File: src/source/holdem_macros.svh
`ifndef HOLDEM_MACROS_SVH
`define HOLDEM_MACROS_SVH

// ----------------------------------------------------------------------
// Game rules.
// ----------------------------------------------------------------------
`define HOLDEM_CHIP_W           7       // Any chip amount.
`define HOLDEM_START_BALANCE    49      // Per player after reset.
`define HOLDEM_RAISE_STEP       5       // Added to the bet by one raise.
`define HOLDEM_HAND_CNT_W       8

// ----------------------------------------------------------------------
// Wishbone word addresses.
// ----------------------------------------------------------------------
`define HOLDEM_ADDR_STATUS      2'd0    // Write here to act.
`define HOLDEM_ADDR_POT         2'd1
`define HOLDEM_ADDR_P1          2'd2
`define HOLDEM_ADDR_P2          2'd3

`endif

File: src/source/holdem_pkg.sv
`default_nettype none

package holdem_pkg;

    // Betting rounds of one hand.
    typedef enum logic [1:0] {
        round_preflop,
        round_flop,
        round_turn,
        round_river
    } round_e;

    // Opcodes carried in dat_w[1:0] of a status write.
    typedef enum logic [1:0] {
        act_none,
        act_fold,
        act_check_call,
        act_raise
    } action_e;

    typedef enum logic {
        player_1,
        player_2
    } player_e;

endpackage

`default_nettype wire

File: src/source/action_decode.sv
`default_nettype none
`include "holdem_macros.svh"

module action_decode
    import holdem_pkg::*;
(
    input  wire                         clk,
    input  wire                         reset_d,
    input  wire                         cyc,
    input  wire                         stb,
    input  wire                         we,
    input  wire [1:0]                   adr,
    input  wire [7:0]                   dat_w,
    input  wire round_e                 round,
    input  wire player_e                cur_player,
    input  wire player_e                start_player,
    input  wire [`HOLDEM_CHIP_W-1:0]    pot,
    input  wire [`HOLDEM_CHIP_W-1:0]    cur_bet,
    input  wire [`HOLDEM_CHIP_W-1:0]    p1_staked,
    input  wire [`HOLDEM_CHIP_W-1:0]    p2_staked,
    input  wire [`HOLDEM_CHIP_W-1:0]    p1_balance,
    input  wire [`HOLDEM_CHIP_W-1:0]    p2_balance,
    output logic                        ack,
    output logic [7:0]                  dat_r,
    output action_e                     act_kind,
    output logic [`HOLDEM_CHIP_W-1:0]   act_amount
);

    logic                       accept;
    logic                       act_write;
    action_e                    opcode;
    logic [`HOLDEM_CHIP_W-1:0]  actor_balance;
    logic [`HOLDEM_CHIP_W-1:0]  actor_staked;
    logic [`HOLDEM_CHIP_W-1:0]  owed;
    logic [`HOLDEM_CHIP_W:0]    cost;
    logic                       affordable;
    logic [7:0]                 read_word;

    // ----------------------------------------------------------------------
    // Bus handshake.
    // ----------------------------------------------------------------------
    assign accept    = cyc && stb && !ack;      // New transfer only.
    assign act_write = accept && we && (adr == `HOLDEM_ADDR_STATUS);
    assign opcode    = action_e'(dat_w[1:0]);

    // ----------------------------------------------------------------------
    // Cost of the action for the player to act.
    // ----------------------------------------------------------------------
    assign actor_balance = (cur_player == player_1) ? p1_balance : p2_balance;
    assign actor_staked  = (cur_player == player_1) ? p1_staked : p2_staked;
    assign owed          = cur_bet - actor_staked;

    always_comb begin
        case (opcode)
            act_check_call: cost = {1'b0, owed};
            act_raise:      cost = {1'b0, owed} + (`HOLDEM_CHIP_W+1)'(`HOLDEM_RAISE_STEP);
            default:        cost = '0;              // Fold costs nothing.
        endcase
    end

    // Extra top bit keeps owed plus step from wrapping.
    assign affordable = ({1'b0, actor_balance} >= cost);

    always_comb begin
        act_kind   = act_none;
        act_amount = '0;
        if (act_write && affordable) begin
            act_kind   = opcode;
            act_amount = cost[`HOLDEM_CHIP_W-1:0];
        end
    end

    // ----------------------------------------------------------------------
    // Read multiplexer.
    // ----------------------------------------------------------------------
    always_comb begin
        case (adr)
            `HOLDEM_ADDR_STATUS: begin
                read_word = {4'b0000, start_player, cur_player, round};
            end
            `HOLDEM_ADDR_POT: begin
                read_word = {{(8-`HOLDEM_CHIP_W){1'b0}}, pot};
            end
            `HOLDEM_ADDR_P1: begin
                read_word = {{(8-`HOLDEM_CHIP_W){1'b0}}, p1_balance};
            end
            `HOLDEM_ADDR_P2: begin
                read_word = {{(8-`HOLDEM_CHIP_W){1'b0}}, p2_balance};
            end
            default: begin
                read_word = '0;
            end
        endcase
    end

    always_ff @(posedge clk or posedge reset_d) begin
        if (reset_d) begin
            ack <= 1'b0;
        end else begin
            ack <= accept;                      // Drops after one cycle.
        end
    end

    // Sampled before the action lands, so a write returns old state.
    always_ff @(posedge clk) begin
        if (accept) begin
            dat_r <= read_word;
        end
    end

endmodule

`default_nettype wire

File: src/source/bet_execute.sv
`default_nettype none
`include "holdem_macros.svh"

module bet_execute
    import holdem_pkg::*;
(
    input  wire                         clk,
    input  wire                         reset_d,
    input  wire action_e                act_kind,
    input  wire [`HOLDEM_CHIP_W-1:0]    act_amount,
    output round_e                      round,
    output player_e                     cur_player,
    output player_e                     start_player,
    output logic [`HOLDEM_CHIP_W-1:0]   pot,
    output logic [`HOLDEM_CHIP_W-1:0]   cur_bet,
    output logic [`HOLDEM_CHIP_W-1:0]   p1_staked,
    output logic [`HOLDEM_CHIP_W-1:0]   p2_staked,
    output player_e                     debit_player,
    output logic [`HOLDEM_CHIP_W-1:0]   debit_amount,
    output logic                        settle_fold,
    output logic                        settle_show,
    output player_e                     fold_winner,
    output logic [`HOLDEM_CHIP_W-1:0]   settle_pot
);

    logic [`HOLDEM_HAND_CNT_W-1:0]  hand_cnt;
    logic [`HOLDEM_HAND_CNT_W-1:0]  hand_cnt_nxt;
    round_e                         round_nxt;
    player_e                        cur_player_nxt;
    player_e                        opponent;
    player_e                        next_starter;
    logic [`HOLDEM_CHIP_W-1:0]      pot_nxt;
    logic [`HOLDEM_CHIP_W-1:0]      cur_bet_nxt;
    logic [`HOLDEM_CHIP_W-1:0]      p1_staked_nxt;
    logic [`HOLDEM_CHIP_W-1:0]      p2_staked_nxt;
    logic [`HOLDEM_CHIP_W-1:0]      paid_pot;
    logic                           close_round;
    logic                           end_hand;

    assign start_player = hand_cnt[0] ? player_2 : player_1;   // Alternates per hand.
    assign opponent     = (cur_player == player_1) ? player_2 : player_1;
    assign hand_cnt_nxt = hand_cnt + 1'b1;
    assign next_starter = hand_cnt_nxt[0] ? player_2 : player_1;
    assign paid_pot     = pot + act_amount;

    assign debit_player = cur_player;
    assign fold_winner  = opponent;
    assign settle_pot   = paid_pot;                             // Includes a final call.

    // ----------------------------------------------------------------------
    // Betting state machine.
    // ----------------------------------------------------------------------
    always_comb begin
        round_nxt      = round;
        cur_player_nxt = cur_player;
        pot_nxt        = pot;
        cur_bet_nxt    = cur_bet;
        p1_staked_nxt  = p1_staked;
        p2_staked_nxt  = p2_staked;
        debit_amount   = '0;
        settle_fold    = 1'b0;
        settle_show    = 1'b0;
        close_round    = 1'b0;
        end_hand       = 1'b0;

        case (act_kind)
            act_fold: begin
                settle_fold = 1'b1;
                end_hand    = 1'b1;
            end
            act_check_call: begin
                debit_amount = act_amount;                      // Zero on a check.
                pot_nxt      = paid_pot;
                if (cur_bet != '0 || cur_player != start_player) begin
                    close_round = 1'b1;
                end else begin
                    cur_player_nxt = opponent;
                end
            end
            act_raise: begin
                debit_amount   = act_amount;
                pot_nxt        = paid_pot;
                cur_bet_nxt    = cur_bet + `HOLDEM_CHIP_W'(`HOLDEM_RAISE_STEP);
                cur_player_nxt = opponent;
                if (cur_player == player_1) begin
                    p1_staked_nxt = cur_bet_nxt;
                end else begin
                    p2_staked_nxt = cur_bet_nxt;
                end
            end
            default: ;
        endcase

        if (close_round) begin
            cur_bet_nxt    = '0;
            p1_staked_nxt  = '0;
            p2_staked_nxt  = '0;
            cur_player_nxt = start_player;
            case (round)
                round_preflop: round_nxt = round_flop;
                round_flop:    round_nxt = round_turn;
                round_turn:    round_nxt = round_river;
                round_river: begin
                    settle_show = 1'b1;                         // Showdown.
                    end_hand    = 1'b1;
                end
                default:       round_nxt = round_preflop;
            endcase
        end

        if (end_hand) begin
            round_nxt      = round_preflop;
            pot_nxt        = '0;
            cur_bet_nxt    = '0;
            p1_staked_nxt  = '0;
            p2_staked_nxt  = '0;
            cur_player_nxt = next_starter;
        end
    end

    always_ff @(posedge clk or posedge reset_d) begin
        if (reset_d) begin
            round      <= round_preflop;
            cur_player <= player_1;
            hand_cnt   <= '0;
            pot        <= '0;
            cur_bet    <= '0;
            p1_staked  <= '0;
            p2_staked  <= '0;
        end else begin
            round      <= round_nxt;
            cur_player <= cur_player_nxt;
            hand_cnt   <= end_hand ? hand_cnt_nxt : hand_cnt;
            pot        <= pot_nxt;
            cur_bet    <= cur_bet_nxt;
            p1_staked  <= p1_staked_nxt;
            p2_staked  <= p2_staked_nxt;
        end
    end

endmodule

`default_nettype wire

File: src/source/holdem_top.sv
`default_nettype none
`include "holdem_macros.svh"

module holdem_top
    import holdem_pkg::*;
(
    input  wire         clk,
    input  wire         reset_d,
    input  wire         cyc,
    input  wire         stb,
    input  wire         we,
    input  wire [1:0]   adr,
    input  wire [7:0]   dat_w,
    input  wire         hand_win,       // From the hand evaluator.
    input  wire         hand_tie,
    output logic        ack,
    output logic [7:0]  dat_r
);

    action_e                    act_kind;
    logic [`HOLDEM_CHIP_W-1:0]  act_amount;
    round_e                     round;
    player_e                    cur_player;
    player_e                    start_player;
    logic [`HOLDEM_CHIP_W-1:0]  pot;
    logic [`HOLDEM_CHIP_W-1:0]  cur_bet;
    logic [`HOLDEM_CHIP_W-1:0]  p1_staked;
    logic [`HOLDEM_CHIP_W-1:0]  p2_staked;
    player_e                    debit_player;
    logic [`HOLDEM_CHIP_W-1:0]  debit_amount;
    logic                       settle_fold;
    logic                       settle_show;
    player_e                    fold_winner;
    logic [`HOLDEM_CHIP_W-1:0]  settle_pot;
    logic [`HOLDEM_CHIP_W-1:0]  p1_balance;
    logic [`HOLDEM_CHIP_W-1:0]  p2_balance;

    action_decode u_decode (
        .clk(clk), .reset_d(reset_d), .cyc(cyc), .stb(stb), .we(we),
        .adr(adr), .dat_w(dat_w), .round(round), .cur_player(cur_player),
        .start_player(start_player), .pot(pot), .cur_bet(cur_bet),
        .p1_staked(p1_staked), .p2_staked(p2_staked), .p1_balance(p1_balance),
        .p2_balance(p2_balance), .ack(ack), .dat_r(dat_r),
        .act_kind(act_kind), .act_amount(act_amount)
    );

    bet_execute u_execute (
        .clk(clk), .reset_d(reset_d), .act_kind(act_kind), .act_amount(act_amount),
        .round(round), .cur_player(cur_player), .start_player(start_player),
        .pot(pot), .cur_bet(cur_bet), .p1_staked(p1_staked), .p2_staked(p2_staked),
        .debit_player(debit_player), .debit_amount(debit_amount),
        .settle_fold(settle_fold), .settle_show(settle_show),
        .fold_winner(fold_winner), .settle_pot(settle_pot)
    );

    pot_settle u_settle (
        .clk(clk), .reset_d(reset_d), .debit_player(debit_player),
        .debit_amount(debit_amount), .settle_fold(settle_fold),
        .settle_show(settle_show), .fold_winner(fold_winner),
        .settle_pot(settle_pot), .hand_win(hand_win), .hand_tie(hand_tie),
        .p1_balance(p1_balance), .p2_balance(p2_balance)
    );

endmodule

`default_nettype wire

File: src/source/pot_settle.sv
`default_nettype none
`include "holdem_macros.svh"

module pot_settle
    import holdem_pkg::*;
(
    input  wire                         clk,
    input  wire                         reset_d,
    input  wire player_e                debit_player,
    input  wire [`HOLDEM_CHIP_W-1:0]    debit_amount,
    input  wire                         settle_fold,
    input  wire                         settle_show,
    input  wire player_e                fold_winner,
    input  wire [`HOLDEM_CHIP_W-1:0]    settle_pot,
    input  wire                         hand_win,
    input  wire                         hand_tie,
    output logic [`HOLDEM_CHIP_W-1:0]   p1_balance,
    output logic [`HOLDEM_CHIP_W-1:0]   p2_balance
);

    logic [`HOLDEM_CHIP_W-1:0] half_pot;
    logic [`HOLDEM_CHIP_W-1:0] p1_debit;
    logic [`HOLDEM_CHIP_W-1:0] p2_debit;
    logic [`HOLDEM_CHIP_W-1:0] p1_credit;
    logic [`HOLDEM_CHIP_W-1:0] p2_credit;

    assign half_pot = settle_pot >> 1;                  // Odd chip is lost.
    assign p1_debit = (debit_player == player_1) ? debit_amount : '0;
    assign p2_debit = (debit_player == player_2) ? debit_amount : '0;

    // ----------------------------------------------------------------------
    // Payouts.
    // ----------------------------------------------------------------------
    always_comb begin
        p1_credit = '0;
        p2_credit = '0;
        if (settle_fold) begin
            if (fold_winner == player_1) begin
                p1_credit = settle_pot;
            end else begin
                p2_credit = settle_pot;
            end
        end else if (settle_show) begin
            if (hand_tie) begin
                p1_credit = half_pot;
                p2_credit = half_pot;
            end else if (hand_win) begin
                p1_credit = settle_pot;
            end else begin
                p2_credit = settle_pot;
            end
        end
    end

    // A river call is debited and paid back on the same edge.
    always_ff @(posedge clk or posedge reset_d) begin
        if (reset_d) begin
            p1_balance <= `HOLDEM_CHIP_W'(`HOLDEM_START_BALANCE);
            p2_balance <= `HOLDEM_CHIP_W'(`HOLDEM_START_BALANCE);
        end else begin
            p1_balance <= p1_balance - p1_debit + p1_credit;
            p2_balance <= p2_balance - p2_debit + p2_credit;
        end
    end

endmodule

`default_nettype wire
File: config.mk
export PLATFORM = sky130hd
export DESIGN_NAME = holdem_top
export DESIGN_NICKNAME = d
export VERILOG_FILES = /design/src/source/holdem_pkg.sv /design/src/source/action_decode.sv /design/src/source/bet_execute.sv /design/src/source/holdem_top.sv /design/src/source/pot_settle.sv
export VERILOG_INCLUDE_DIRS = /design/src /design/src/source
export SDC_FILE = /design/constraint.sdc
export NUM_CORES = 1
export LEC_CHECK = 0
export ABC_AREA = 1
export BUFFER_PORTS_ARGS = -buffer_cell sky130_fd_sc_hd__buf_2
export CAP_MARGIN = 30
export CORE_MARGIN = 4
export CORE_UTILIZATION = 30
export CTS_BUF_LIST = sky130_fd_sc_hd__clkbuf_4 sky130_fd_sc_hd__clkbuf_8
export DETAILED_ROUTE_END_ITERATION = 8
export GPL_TIMING_DRIVEN = 0
export HOLD_SLACK_MARGIN = 0.03
export SLEW_MARGIN = 20
export SYNTH_ARGS = -nofsm -noshare
export SYNTH_HDL_FRONTEND = slang
export SYNTH_SLANG_ARGS = --single-unit
File: constraint.sdc
create_clock -name clk -period 6.09 [get_ports clk]
set_input_delay 0.3045 -clock clk [delete_from_list [all_inputs] [get_ports clk]]
set_output_delay 0.3045 -clock clk [all_outputs]
set_load 0.01 [all_outputs]
---- Word level (Yosys, flattened, before mapping) ----
Cells that the tools add are included.
storage, ports and cells
  register bits ........................... 62
  input bits .............................. 17
  output and inout bits ................... 9
operators by class
  add/subtract/negate cells ............... 9
  order comparisons ....................... 1
  equal/unequal tests ..................... 14
  mux-type cells .......................... 49
  reduce and logical (&&, ||, !) cells .... 21
operator list
  operator                                                                  count
  7-bit two-way mux                                                         29
  8-bit case mux with 4 select lines                                        1
  7-bit adder                                                               3
  7-bit subtractor                                                          3
  2-bit == test (second input constant)                                     8
  8-bit case mux with 2 select lines                                        1
  1-bit two-way mux                                                         13
  7-bit by 3-bit adder with 8-bit output (second input constant)            1
  8-bit by 1-bit adder with 8-bit output (second input constant)            1
  7-bit by 8-bit greater-or-equal comparator with 1-bit output              1
  2-bit AND reduction                                                       4
  4-bit nonzero test                                                        2
  7-bit by 3-bit adder with 7-bit output (second input constant)            1
  7-bit nonzero test                                                        1
  2-bit by 1-bit == test with 1-bit output (second input constant)          3
  2-bit two-way mux                                                         3
  2-bit case mux with 3 select lines                                        1
  3-bit nonzero test                                                        2
  1-bit logical AND                                                         5
  2-bit logical NOT                                                         2
  4-bit by 2-bit inequality test with 1-bit output (second input constant)  1
  2-bit nonzero test                                                        2
  3-bit inequality test (second input constant)                             1
  1-bit case mux with 2 select lines                                        1
  4 further kinds                                                           4

---- Longest topological paths before layout ----
Gate-level depths: netlist of run 1.
  depth in word-level cells ............... 13
  gate-level depth with buffers ........... 50
  depth with buffers taken out ............ 48

---- Modules after synthesis ----
From an unflattened synthesis of run 1, not the netlist that was laid out.
unflattened totals
  cell total of the unflattened synthesis .. 734
  area, all modules ....................... 5117.4 um2
modules (own cells, without submodules)
  module         instances  cells each  area an instance (um2)  seq. area each (um2)
  bet_execute    1          244         1896.8                  800.8
  pot_settle     1          272         1821.7                  357.8
  action_decode  1          218         1398.8                  235.2

---- Worst setup path before layout of run 1 ----
Ideal clock, no wire load.
  path type ............................... register to register
  start point ............................. register u_execute.cur_player
  end point ............................... register u_settle.p2_balance[6]
  library setup time ...................... 0.065 ns
  arrival time ............................ 6.576 ns
  data required time ...................... 6.025 ns
  slack ................................... -0.551 ns
  stages on the path, launching flop included .. 45
  path buffers ............................ 3
  clock period less this slack ............ 6.641 ns
  cells stage by stage .................... dfrtp_1 -> buf_6 -> buf_1 -> clkbuf_1 -> nand2_1 -> nand2_1 -> ha_1 -> inv_1 -> fa_1 -> inv_1 -> nand2_1 -> nand2_1 -> nand2_1 -> nand2_1 -> nor2_1 -> inv_1 -> nor2_1 -> a21oi_1 -> [9 not listed] -> nor2_1 -> ha_1 -> fa_1 -> xor2_1 -> nor2_1 -> o31ai_1 -> fa_1 -> fa_1 -> a21oi_1 -> nor2_1 -> nor2_1 -> o21ai_0 -> a21oi_1 -> xor2_1 -> o21bai_1 -> nand2_1 -> nand3b_1 -> nand2_1
between the ends
  word-level cells in the longest chain between the ends .. 13
  elaborated cells on any way between the ends .. 29
  classes of those cells .................. add/sub (5); order compare (1); eq/ne (4); mux (16); reduce/logical (3)
ends and longest elaborated chain
  element                                                        line                                  RTL
  start: declaration                                             bet_execute.sv:12                     output player_e cur_player,
  start signal: assignment                                       bet_execute.sv:124                    cur_player <= player_1;
  start signal: assignment                                       bet_execute.sv:132                    cur_player <= cur_player_nxt;
  7-bit two-way mux                                              action_decode.sv:50                   assign actor_staked = (cur_player == player_1) ? p1_staked : p2_staked;
  7-bit subtractor                                               action_decode.sv:51                   assign owed = cur_bet - actor_staked;
  7-bit by 3-bit adder with 8-bit output                         action_decode.sv:56                   act_raise: cost = {1'b0, owed} + (`HOLDEM_CHIP_W+1)'(`HOLDEM_RAISE_STEP);
  8-bit case mux with 2 select lines                             action_decode.sv:54                   case (opcode)
  7-bit by 8-bit greater-or-equal comparator with 1-bit output   action_decode.sv:62                   assign affordable = ({1'b0, actor_balance} >= cost);
  1-bit logical AND                                              action_decode.sv:67                   if (act_write && affordable) begin
  2-bit two-way mux / 7-bit two-way mux (equally long branches)  action_decode.sv:67
  2-bit == test / 7-bit adder (equally long branches)            bet_execute.sv:66, bet_execute.sv:44
  2-bit OR reduction (no line) (tied with other cells)           -
  7-bit two-way mux (tied with other cells)                      bet_execute.sv:66                     case (act_kind)
  7-bit two-way mux (on tied branches)                           pot_settle.sv:29, pot_settle.sv:43
  7-bit subtractor / 7-bit two-way mux (equally long branches)   pot_settle.sv:62, pot_settle.sv:37
  7-bit adder (*)                                                pot_settle.sv:62                      p2_balance <= p2_balance - p2_debit + p2_credit;
  end signal: assignment                                         pot_settle.sv:59                      p2_balance <= `HOLDEM_CHIP_W'(`HOLDEM_START_BALANCE);
  end signal: assignment                                         pot_settle.sv:62
  end: declaration                                               pot_settle.sv:18                      output logic [`HOLDEM_CHIP_W-1:0] p2_balance
Mark *: on every way between the ends. The rest lies on a longest branch, timed or not.
A chain may end at the register's enable or synchronous reset.

---- Worst setup path in the final report of run 1 ----
Ends and elaborated chain as after synthesis.

==> impl_metrics.yaml, run 1 <==
run_status:
  status: "complete, but fails checks"
  violations: "setup timing"
sta:
  finalCriticalPeriod_ps: 6430
  finalCritPeriodShare_pct: 106
  fin_ws_ps: -337
  drv_slew: 0
  hold_viol: 0
  tightest_slew_ps: 653
  relSlewSlack_pct: 56.3
  clock_skew_ps: 11.4
  fmaxAchievable_ghz: 0.156
  setup_viol: 3
  rsz0062_at_grt: "true"
worst_setup_path:
  cp_max_fo: 6
  r2r_cells: 41
  crit_path_end_kind: "flip-flop"
  crit_path_top_delay_cell: "fa_2"
  cp_common_cell: "buf_4"
  r2r_slack_ps: -340
  r2r-start: "u_execute.cur_player$_DFFE_PP0P_"
  critPathRequiredTime_ps: 6360
  crit_type: "flip-flop to flip-flop"
  max_stage_delay_ps: 590
  crit_path_start: "u_execute.cur_player$_DFFE_PP0P_"
  cp-start-kind: "flip-flop"
  arrival_ps: 6700
power_and_ir_drop:
  power_mw: 2.96
  power_density_nw_per_um2: 492
  leakage_nw: 2.92
  vdd_drop_max_mv: 0.158
finish:
  n_fill_cell: 1560
  fin_nets: 783
  finish.instance_area_um2: 6020
  syn_to_final_growth_pct: 27.7
  seq_area_um2: 1390
  n_antenna_cell: 0
  drive_gt1_share_pct: 27.9
  multi_input_comb_area_um2: 3260
  final_util_pct: 39.3
global_routing:
  track_usage_pct: 14.5
  antenna_found_initial: 0
  overflow: 0
  grt_max_degree: 26
  grt_pass1_vias: 4236
  grt_pass1_wl_um: 21100
placement:
  dp_slack_ps: -1160
  io_buffers: 17
  gp_congestion: 0.854
  placed_area_um2: 5120
  hpwl_um: 9580
clock_network:
  path_clk_slew_ps: 110
  cts_buffer_depth: 2
  h-tree-depth: 2
  clock_sinks: 54
  cts_tree: "yes"
  cts-root-buf: "clkbuf_8"
  holdBufCountCts: 0
  insertion_delay_ps: 330
  cts_inserted_buffers: 5
floorplan:
  die_w_um: 133
  dieArea_um2: 17800
  chipHeight_um: 133
  start_util_pct: 30.8
  core_um2: 15300
  io_pins: 26
  rows: 45
synth:
  ys.flop_type: "dfrtp_1"
  seq_area_frac_synth_pct: 29.6
  syn_area_um2: 4710
  yosys.cell_types.count: 44
  ys_top_cells_by_area: "dfrtp_1, nand2_1, ha_1"
  synth-seq-cells: 54
  syn-instance-count: 639
  yosysTopAreaCell: "dfrtp_1"
  synth-warning-count: 0
  synthesis.nets: 711
  syn_area_per_cell_um2: 7.37
  synth_edf_count: 7
  async_flop_share_pct: 87.0
  synth_top_area_share_pct: 21.8
route:
  postRouteAntennaNets: 0
  via_count: 4345
  postRouteWirelength_um: 12800
  detail_route.wl_per_cell_um: 13.9
  drc_errors: 0
  drtPass1Iterations: 7
  drtIter0Drc: 285
  viasPerCell: 4.71
worst_hold_path:
  hp-class: "input port to async pin"
flow_run:
  maxCapViolCount: 0
[layout make-up]
class	count	share of cell area [%]
multi-input cells	473	54.2
flip-flops and latches	54	23.2
repair buffers	65	7.88
inverters	101	6.59
well taps	211	4.39
plain buffers	11	2.20
clock buffers	6	1.27
clock inverters	2	0.291
[kinds of logic after synthesis]
logic type                 synth area share [%]
and+or+nand+nor                            28.9
buffers and inverters                      9.77
AOI/OAI and AO/OA                          10.4
adders and majority gates                  16.8
DFF                                        29.6
xor gates and xnor gates                   3.35
muxes                                      1.06
other                                    0.0796
[layer usage]
layer  track usage (%)  wire (um)  vias to the layer above
met4              4.97        280                        0
met3              1.89        553                       22
met5                 0          0                        -
met1              19.7       6030                     2033
met2              23.9       5940                      104
li1                  -          -                     2186
[timing repair]
action	in CTS	in global routing
setup buffers	44	8
cloned	0	0
pin swaps	49	36
endpoints found under the setup margin	9	8
gates resized for setup	75	23
[registers in the layout, indices dropped and copies added (netlist names)]
name / count
u_execute.round: 2
u_execute.p2_staked: 7
u_execute.hand_cnt: 1
u_settle.p1_balance: 7
u_settle.p2_balance: 7
u_execute.cur_player: 1
u_execute.cur_bet: 7
u_execute.p1_staked: 7
u_execute.pot: 7
u_decode.dat_r: 7
u_decode.ack: 1
[cell usage in the layout (no fill, tap or decap), types with 4 or more instances in the layout]
cell type	instances
a21oi_1	9
a21oi_2	10
buf_2	19
buf_4	47
buf_6	4
clkbuf_8	5
dfrtp_1	41
dfstp_2	6
edfxtp_1	7
fa_1	11
ha_1	30
ha_4	11
inv_1	82
inv_2	14
inv_4	4
nand2_1	195
nand2_2	16
nand2_4	7
nand3_1	30
nand3_2	5
nand4_1	14
nor2_1	21
nor2_2	6
nor2_4	7
o21ai_0	30
o21ai_1	7
o21ai_2	12
xnor2_1	4
xor2_1	12
[where the power goes]
part / switching, mW / internal [mW] / total, mW
combinational: 1.18 / 0.917 / 2.10
clock: 0.138 / 0.0885 / 0.226
sequential: 0.127 / 0.508 / 0.635
[synth_stat cells, types with 7 or more instances]
cell,instances
nor2_1,31
ha_1,41
a21oi_1,19
nand3_1,32
inv_1,92
o21ai_1,8
xor2_1,14
nand2_1,205
o21ai_0,37
dfrtp_1,41
fa_1,14
nand4_1,14
edfxtp_1,7
nand2_2,8
[worst max-delay path: cells and delay by family, from the launching register on]
kind            cells  cell delay [ps]
compound gates      8              990
flops               1              360
simple gates       13             1110
xor+xnor            2              450
fa+ha+maj           6             2090
buf+inv            12             1340
[worst paths after layout]
| path | endpoint |
|---|---|
| worst min-delay path | u_settle.p1_balance[2]$_DFF_PP0_ |
| worst max register to register | u_settle.p2_balance[6]$_DFF_PP0_ |
| worst max-delay path | u_settle.p2_balance[6]$_DFF_PP0_ |
| max in group asynchronous | u_settle.p2_balance[0]$_DFF_PP1_ |
| worst min register to register | u_execute.p1_staked[5]$_DFFE_PP0P_ |
| min in group clk | u_decode.ack$_DFF_PP0_ |
[stage by stage]
stage	TNS [ps]	cells	hold WS, ps
floorplan	-72.4	639	441
global placement	-4150	867	456
detailed placement	-4490	868	397
CTS	-510	918	33.0
global route	-2120	923	68.3
finish	-678	923	18.4
(Power assumes the default switching activity.)
==> run 2: changes to the inputs <==
- SLEW_MARGIN: 20 -> not set
- SYNTH_HIERARCHICAL: not set -> 1
- clock period: 6.09 -> 5.7 ns (I/O delays scaled with it)
==> run 2 against run 1 <==
Effect of this change: the flow still finishes with violations (setup timing); final cell count rose by 11%; utilization fell by 0.37 points; power shrank 3.2%; final area increased by 7.7%; maximum frequency increased by 9.0%; sequential share of layout area fell by 1.6 points; clock power grew 2%; critical endpoint is now u_settle/p2_balance[6]$_DFF_PP0_; highest routed layer unchanged.
==> impl_metrics.yaml, run 2 <==
synth:
  yosys-top-cells-count: "nand2_1, inv_1, ha_1, o21ai_0, dfrtp_1"
  seq_area_frac_synth_pct: 27.2
  synth_edf_count: 7
  synth-seq-cells: 54
  synth-xor-area-share_pct: 2.22
  synth_compound_area_share_pct: 10.4
  synth_mux_area_share_pct: 1.17
  syn_area_per_cell_um2: 6.97
  ys_top_cells_by_area: "dfrtp_1, nand2_1, inv_1"
  syn-instance-count: 734
  synth-simple-area-share_pct: 29.9
  synthAdderAreaFrac_pct: 15.7
  async_flop_share_pct: 87.0
  synth_top_area_share_pct: 20.0
  syn_area_um2: 5120
  yosysTopAreaCell: "dfrtp_1"
  synthesis.nets: 807
  ys.flop_type: "dfrtp_1"
  synth_most_common_cell: "nand2_1"
  synth-warning-count: 6
  synth_top_family_by_area: "simple AND/OR/NAND/NOR gates"
  yosys.cell_types.count: 39
clock_network:
  cts-root-buf: "clkbuf_8"
  cts_buffer_depth: 2
  cts_tree: "yes"
  cts_inserted_buffers: 5
  h-tree-depth: 2
  clock_sinks: 54
  insertion_delay_ps: 330
  path_clk_slew_ps: 110
worst_setup_path:
  crit_type: "flip-flop to flip-flop"
  cp-start-kind: "flip-flop"
  crit_path_end_kind: "flip-flop"
  cp_max_fo: 5
  critPathRequiredTime_ps: 5930
  cp_common_cell: "nand2_1"
  crit_buf_inv: 8
  worst_path_dominant_cell_family: "adder cells"
  max_stage_delay_ps: 570
  arrival_ps: 6130
  crit_path_top_delay_cell: "fa_2"
route:
  highest_layer: "met4"
  drc_errors: 0
  wl_met2_um: 6280
  postRouteWirelength_um: 13600
  wl_met3_um: 737
  drtIter0Drc: 309
  postRouteAntennaNets: 0
  drtPass1Iterations: 7
  met1Wirelength_um: 6280
  via_count: 4728
  detail_route.wl_per_cell_um: 13.2
  viasPerCell: 4.62
finish:
  syn_to_final_growth_pct: 26.6
  seq_area_um2: 1400
  drive_gt1_share_pct: 27.4
  n_fill_cell: 1672
  final_common_cell: "nand2_1"
  fin_nets: 875
  multi_input_comb_area_um2: 3560
  n_antenna_cell: 0
  layout_common_cells: "nand2_1, inv_1, dfrtp_1"
floorplan:
  start_util_pct: 30.7
  chipHeight_um: 139
  io_pins: 26
  die_w_um: 139
  core_um2: 16600
  rows: 47
  dieArea_um2: 19200
sta:
  relSlewSlack_pct: 50.6
  rsz0062_at_grt: "true"
  hold_slack_ps: 312
  fin_ws_ps: -198
  tightest_slew_ps: 740
  hold_viol: 0
  clock_skew_ps: 10.8
  setup_viol: 8
  drv_slew: 0
  fmaxAchievable_ghz: 0.170
  fin_tns_setup_ps: -780
  finalCriticalPeriod_ps: 5900
  finalCritPeriodShare_pct: 103
power_and_ir_drop:
  leakage_nw: 3.35
  power_density_nw_per_um2: 442
  vdd_drop_max_mv: 0.162
  power_mw: 2.86
global_routing:
  grt_pass1_wl_um: 22300
  overflow: 0
  grt_pass1_vias: 4444
  antenna_found_initial: 0
  grt_max_degree: 18
  track_usage_pct: 14.1
worst_hold_path:
  hp-class: "input port to flip-flop"
run_status:
  status: "complete, but fails checks"
  violations: "setup timing"
placement:
  hpwl_um: 10200
  io_buffers: 17
  dp_slack_ps: -897
  gp_congestion: 0.861
flow_run:
  maxCapViolCount: 0
==> run 2: timing repair <==
action	in CTS	in global routing
endpoints found under the hold margin	1	0
hold buffers	1	0
setup buffers	32	11
gates cloned	1	0
pin swaps	44	45
gates resized for setup	84	46
setup endpoints to repair	12	12
==> run 2: cells by family after synthesis <==
logic type | Yosys count
simple gates | 343
xor+xnor | 13
other cells | 1
flops | 54
mux | 6
buf+inv | 165
compound gates | 96
fa+ha+maj | 56
==> run 2: layout make-up <==
type | instances | share of cell area, %
Multi-Input combinational cell | 516 | 54.9
Sequential cell | 54 | 21.5
Inverter | 153 | 9.02
Timing Repair Buffer | 61 | 7.22
Tap cell | 220 | 4.25
Buffer | 11 | 1.68
Clock buffer | 5 | 1.06
Clock inverter | 3 | 0.328
==> run 2: stage by stage <==
step | std cells | util, % | cell area [um^2]
after CTS | 1014 | 37.6 | 6260
after global routing | 1023 | 38.9 | 6480
after floorplan | 734 | - | 5140
after detailed placement | 972 | 33.2 | 5530
after global placement | 971 | 33.1 | 5510
final | 1023 | 38.9 | 6480
==> run 2: power breakdown <==
group          switching, mW  internal (mW)  total (mW)  leakage [nW]
clock network          0.143         0.0869       0.230        0.0441
logic                   1.15          0.856        2.01          2.65
registers              0.116          0.511       0.628         0.654
==> run 2: worst min-delay path: cells and delay by family <==
kind | cells | cell delay, ps
buf+inv | 1 | 90
simple gates | 2 | 170
==> run 2: worst paths after layout <==
path                                                     from                                  to  slack [ps]  cells after the start
min                                                       stb              u_decode/ack$_DFF_PP0_         310                      3
max reg2reg                  u_execute/cur_player$_DFFE_PP0P_    u_settle/p2_balance[6]$_DFF_PP0_        -200                     41
max                          u_execute/cur_player$_DFFE_PP0P_    u_settle/p2_balance[6]$_DFF_PP0_        -200                     41
max in group asynchronous                             reset_d  u_execute/p1_staked[0]$_DFFE_PP0P_        4500                      4
min in group asynchronous                             reset_d              u_decode/ack$_DFF_PP0_         360                      3
min reg2reg                u_execute/p2_staked[5]$_DFFE_PP0P_  u_execute/p2_staked[5]$_DFFE_PP0P_         480                      2
==> run 2: routing by layer <==
layer  vias to the layer above  track usage (%)
met3                        18             2.24
met4                         0             3.43
met2                       107             23.2
met5                         -                0
met1                      2178             19.6
li1                       2425                -
==> run 3: changes to the inputs <==
==> constraint.sdc (replaced) <==
create_clock -name clk -period 5.7 [get_ports clk]
set_input_delay 1.14 -clock clk [delete_from_list [all_inputs] [get_ports clk]]
set_output_delay 1.14 -clock clk [all_outputs]
set_load 0.01 [all_outputs]
==> run 3 against run 2 <==
Effect of this change: the run still ends with setup timing left; via count fell by 0.17%; non-clock buffer count fell by 1; final area fell by 0.15%; wire length rose by 0.12%; flip-flop and latch count did not move; power barely moved; clock power barely moved; combinational power barely moved; utilization fell by 0.060 points; critical path depth did not move; clock skew barely moved; final cell count barely moved.
==> impl_metrics.yaml, run 3 (same netlist as run 2, synthesis figures left out) <==
run_status:
  status: "complete, but fails checks"
  violations: "setup timing"
sta:
  fmaxAchievable_ghz: 0.169
  clock_skew_ps: 10.7
  hold_viol: 0
  setup_viol: 8
  hold_slack_ps: 486
  finalCritPeriodShare_pct: 104
  fin_ws_ps: -201
  tightest_slew_ps: 761
  rsz0062_at_grt: "true"
  drv_slew: 0
  finalCriticalPeriod_ps: 5900
  relSlewSlack_pct: 49.2
finish:
  multi_input_comb_area_um2: 3560
  seq_area_um2: 1400
  layout_common_cells: "nand2_1, inv_1, dfrtp_1"
  final_common_cell: "nand2_1"
  final_util_pct: 38.9
  fin_nets: 874
  drive_gt1_share_pct: 27.4
  n_antenna_cell: 0
  n_fill_cell: 1673
  finish.instance_area_um2: 6470
  syn_to_final_growth_pct: 26.4
worst_setup_path:
  crit_path_top_delay_cell: "fa_2"
  cp_max_fo: 5
  crit_type: "flip-flop to flip-flop"
  cp_common_cell: "nand2_1"
  r2r_cells: 41
  arrival_ps: 6130
  critPathRequiredTime_ps: 5930
  cp-start-kind: "flip-flop"
  crit_path_end_kind: "flip-flop"
  max_stage_delay_ps: 560
clock_network:
  path_clk_slew_ps: 110
  cts_tree: "yes"
  holdBufCountCts: 0
  cts_buffer_depth: 2
  insertion_delay_ps: 330
  cts_inserted_buffers: 5
  cts-root-buf: "clkbuf_8"
  h-tree-depth: 2
  clock_sinks: 54
placement:
  io_buffers: 17
  dp_slack_ps: -897
  gp_congestion: 0.861
  hpwl_um: 10200
  placed_area_um2: 5530
route:
  postRouteAntennaNets: 0
  wl_met3_um: 674
  drtIter0Drc: 285
  detail_route.wl_per_cell_um: 13.3
  met1Wirelength_um: 6330
  viasPerCell: 4.62
  postRouteWirelength_um: 13600
  via_count: 4720
  highest_layer: "met4"
  wl_met2_um: 6320
  drtPass1Iterations: 5
  drc_errors: 0
floorplan:
  rows: 47
  io_pins: 26
  chipHeight_um: 139
  die_w_um: 139
  start_util_pct: 30.7
  core_um2: 16600
  dieArea_um2: 19200
worst_hold_path:
  hp-class: "flip-flop to flip-flop"
  min_path_cells: 2
global_routing:
  grt_pass1_wl_um: 22300
  track_usage_pct: 14.1
  overflow: 0
  grt_pass1_vias: 4441
  antenna_found_initial: 0
  grt_max_degree: 18
power_and_ir_drop:
  power_density_nw_per_um2: 443
  vdd_drop_max_mv: 0.162
  leakage_nw: 3.35
flow_run:
  maxCapViolCount: 0
run 3: changes by cell type in the layout (fill, tap and decap cells not counted), sizes merged:
cell / before / now
dlygate4sd3: 1 / 0
run 3: what timing repair did:
| action | in CTS | in global routing |
|---|---|---|
| cloned | 1 | 0 |
| buffers inserted | 32 | 11 |
| resized for setup | 84 | 46 |
| pin swaps | 44 | 45 |
| endpoints found under the setup margin | 12 | 12 |
run 3: per-stage QoR:
stage | cells | power (mW) | TNS, ps
after floorplan | 734 | 1.87 | 0
after detailed placement | 972 | 2.21 | -7660
after CTS | 1013 | 2.74 | -1120
final | 1022 | 2.86 | -785
after global routing | 1022 | 3.18 | -3970
after global placement | 971 | 2.18 | -7650
run 3: report_power, final:
group	leakage, nW	switching [mW]	internal [mW]
logic	2.65	1.15	0.855
clock network	0.0441	0.144	0.0869
registers	0.654	0.116	0.511
total	3.35	1.41	1.45
run 3: worst max-delay path: cells and delay by family, from the launching register on:
family / cells / cell delay [ps]
xor+xnor: 1 / 210
flops: 1 / 510
buf+inv: 8 / 630
simple gates: 20 / 1460
fa+ha+maj: 7 / 2460
compound gates: 5 / 480
run 3: worst paths after layout:
path | from | to | slack [ps]
worst max-delay path | u_execute/cur_player$_DFFE_PP0P_ | u_settle/p2_balance[6]$_DFF_PP0_ | -200
worst min register to register | u_execute/p2_staked[5]$_DFFE_PP0P_ | u_execute/p2_staked[5]$_DFFE_PP0P_ | 490
worst min-delay path | u_execute/p2_staked[5]$_DFFE_PP0P_ | u_execute/p2_staked[5]$_DFFE_PP0P_ | 490
worst max register to register | u_execute/cur_player$_DFFE_PP0P_ | u_settle/p2_balance[6]$_DFF_PP0_ | -200
max in group asynchronous | reset_d | u_execute/p1_staked[0]$_DFFE_PP0P_ | 4190
min in group asynchronous | reset_d | u_decode/ack$_DFF_PP0_ | 660
run 3: final cells by class:
class | count | area share [%]
tap | 220 | 4.26
clock buffer | 5 | 1.06
inverter | 153 | 9.03
timing repair buffer | 60 | 7.08
clock inverter | 3 | 0.329
multi-input combinational | 516 | 55.0
buffer | 11 | 1.68
sequential | 54 | 21.6
run 3: per-layer routing:
layer	global-route usage, %	vias to the layer above
met1	19.5	2175
li1	-	2422
met5	0	-
met4	3.43	0
met3	2.24	16
met2	23.2	107
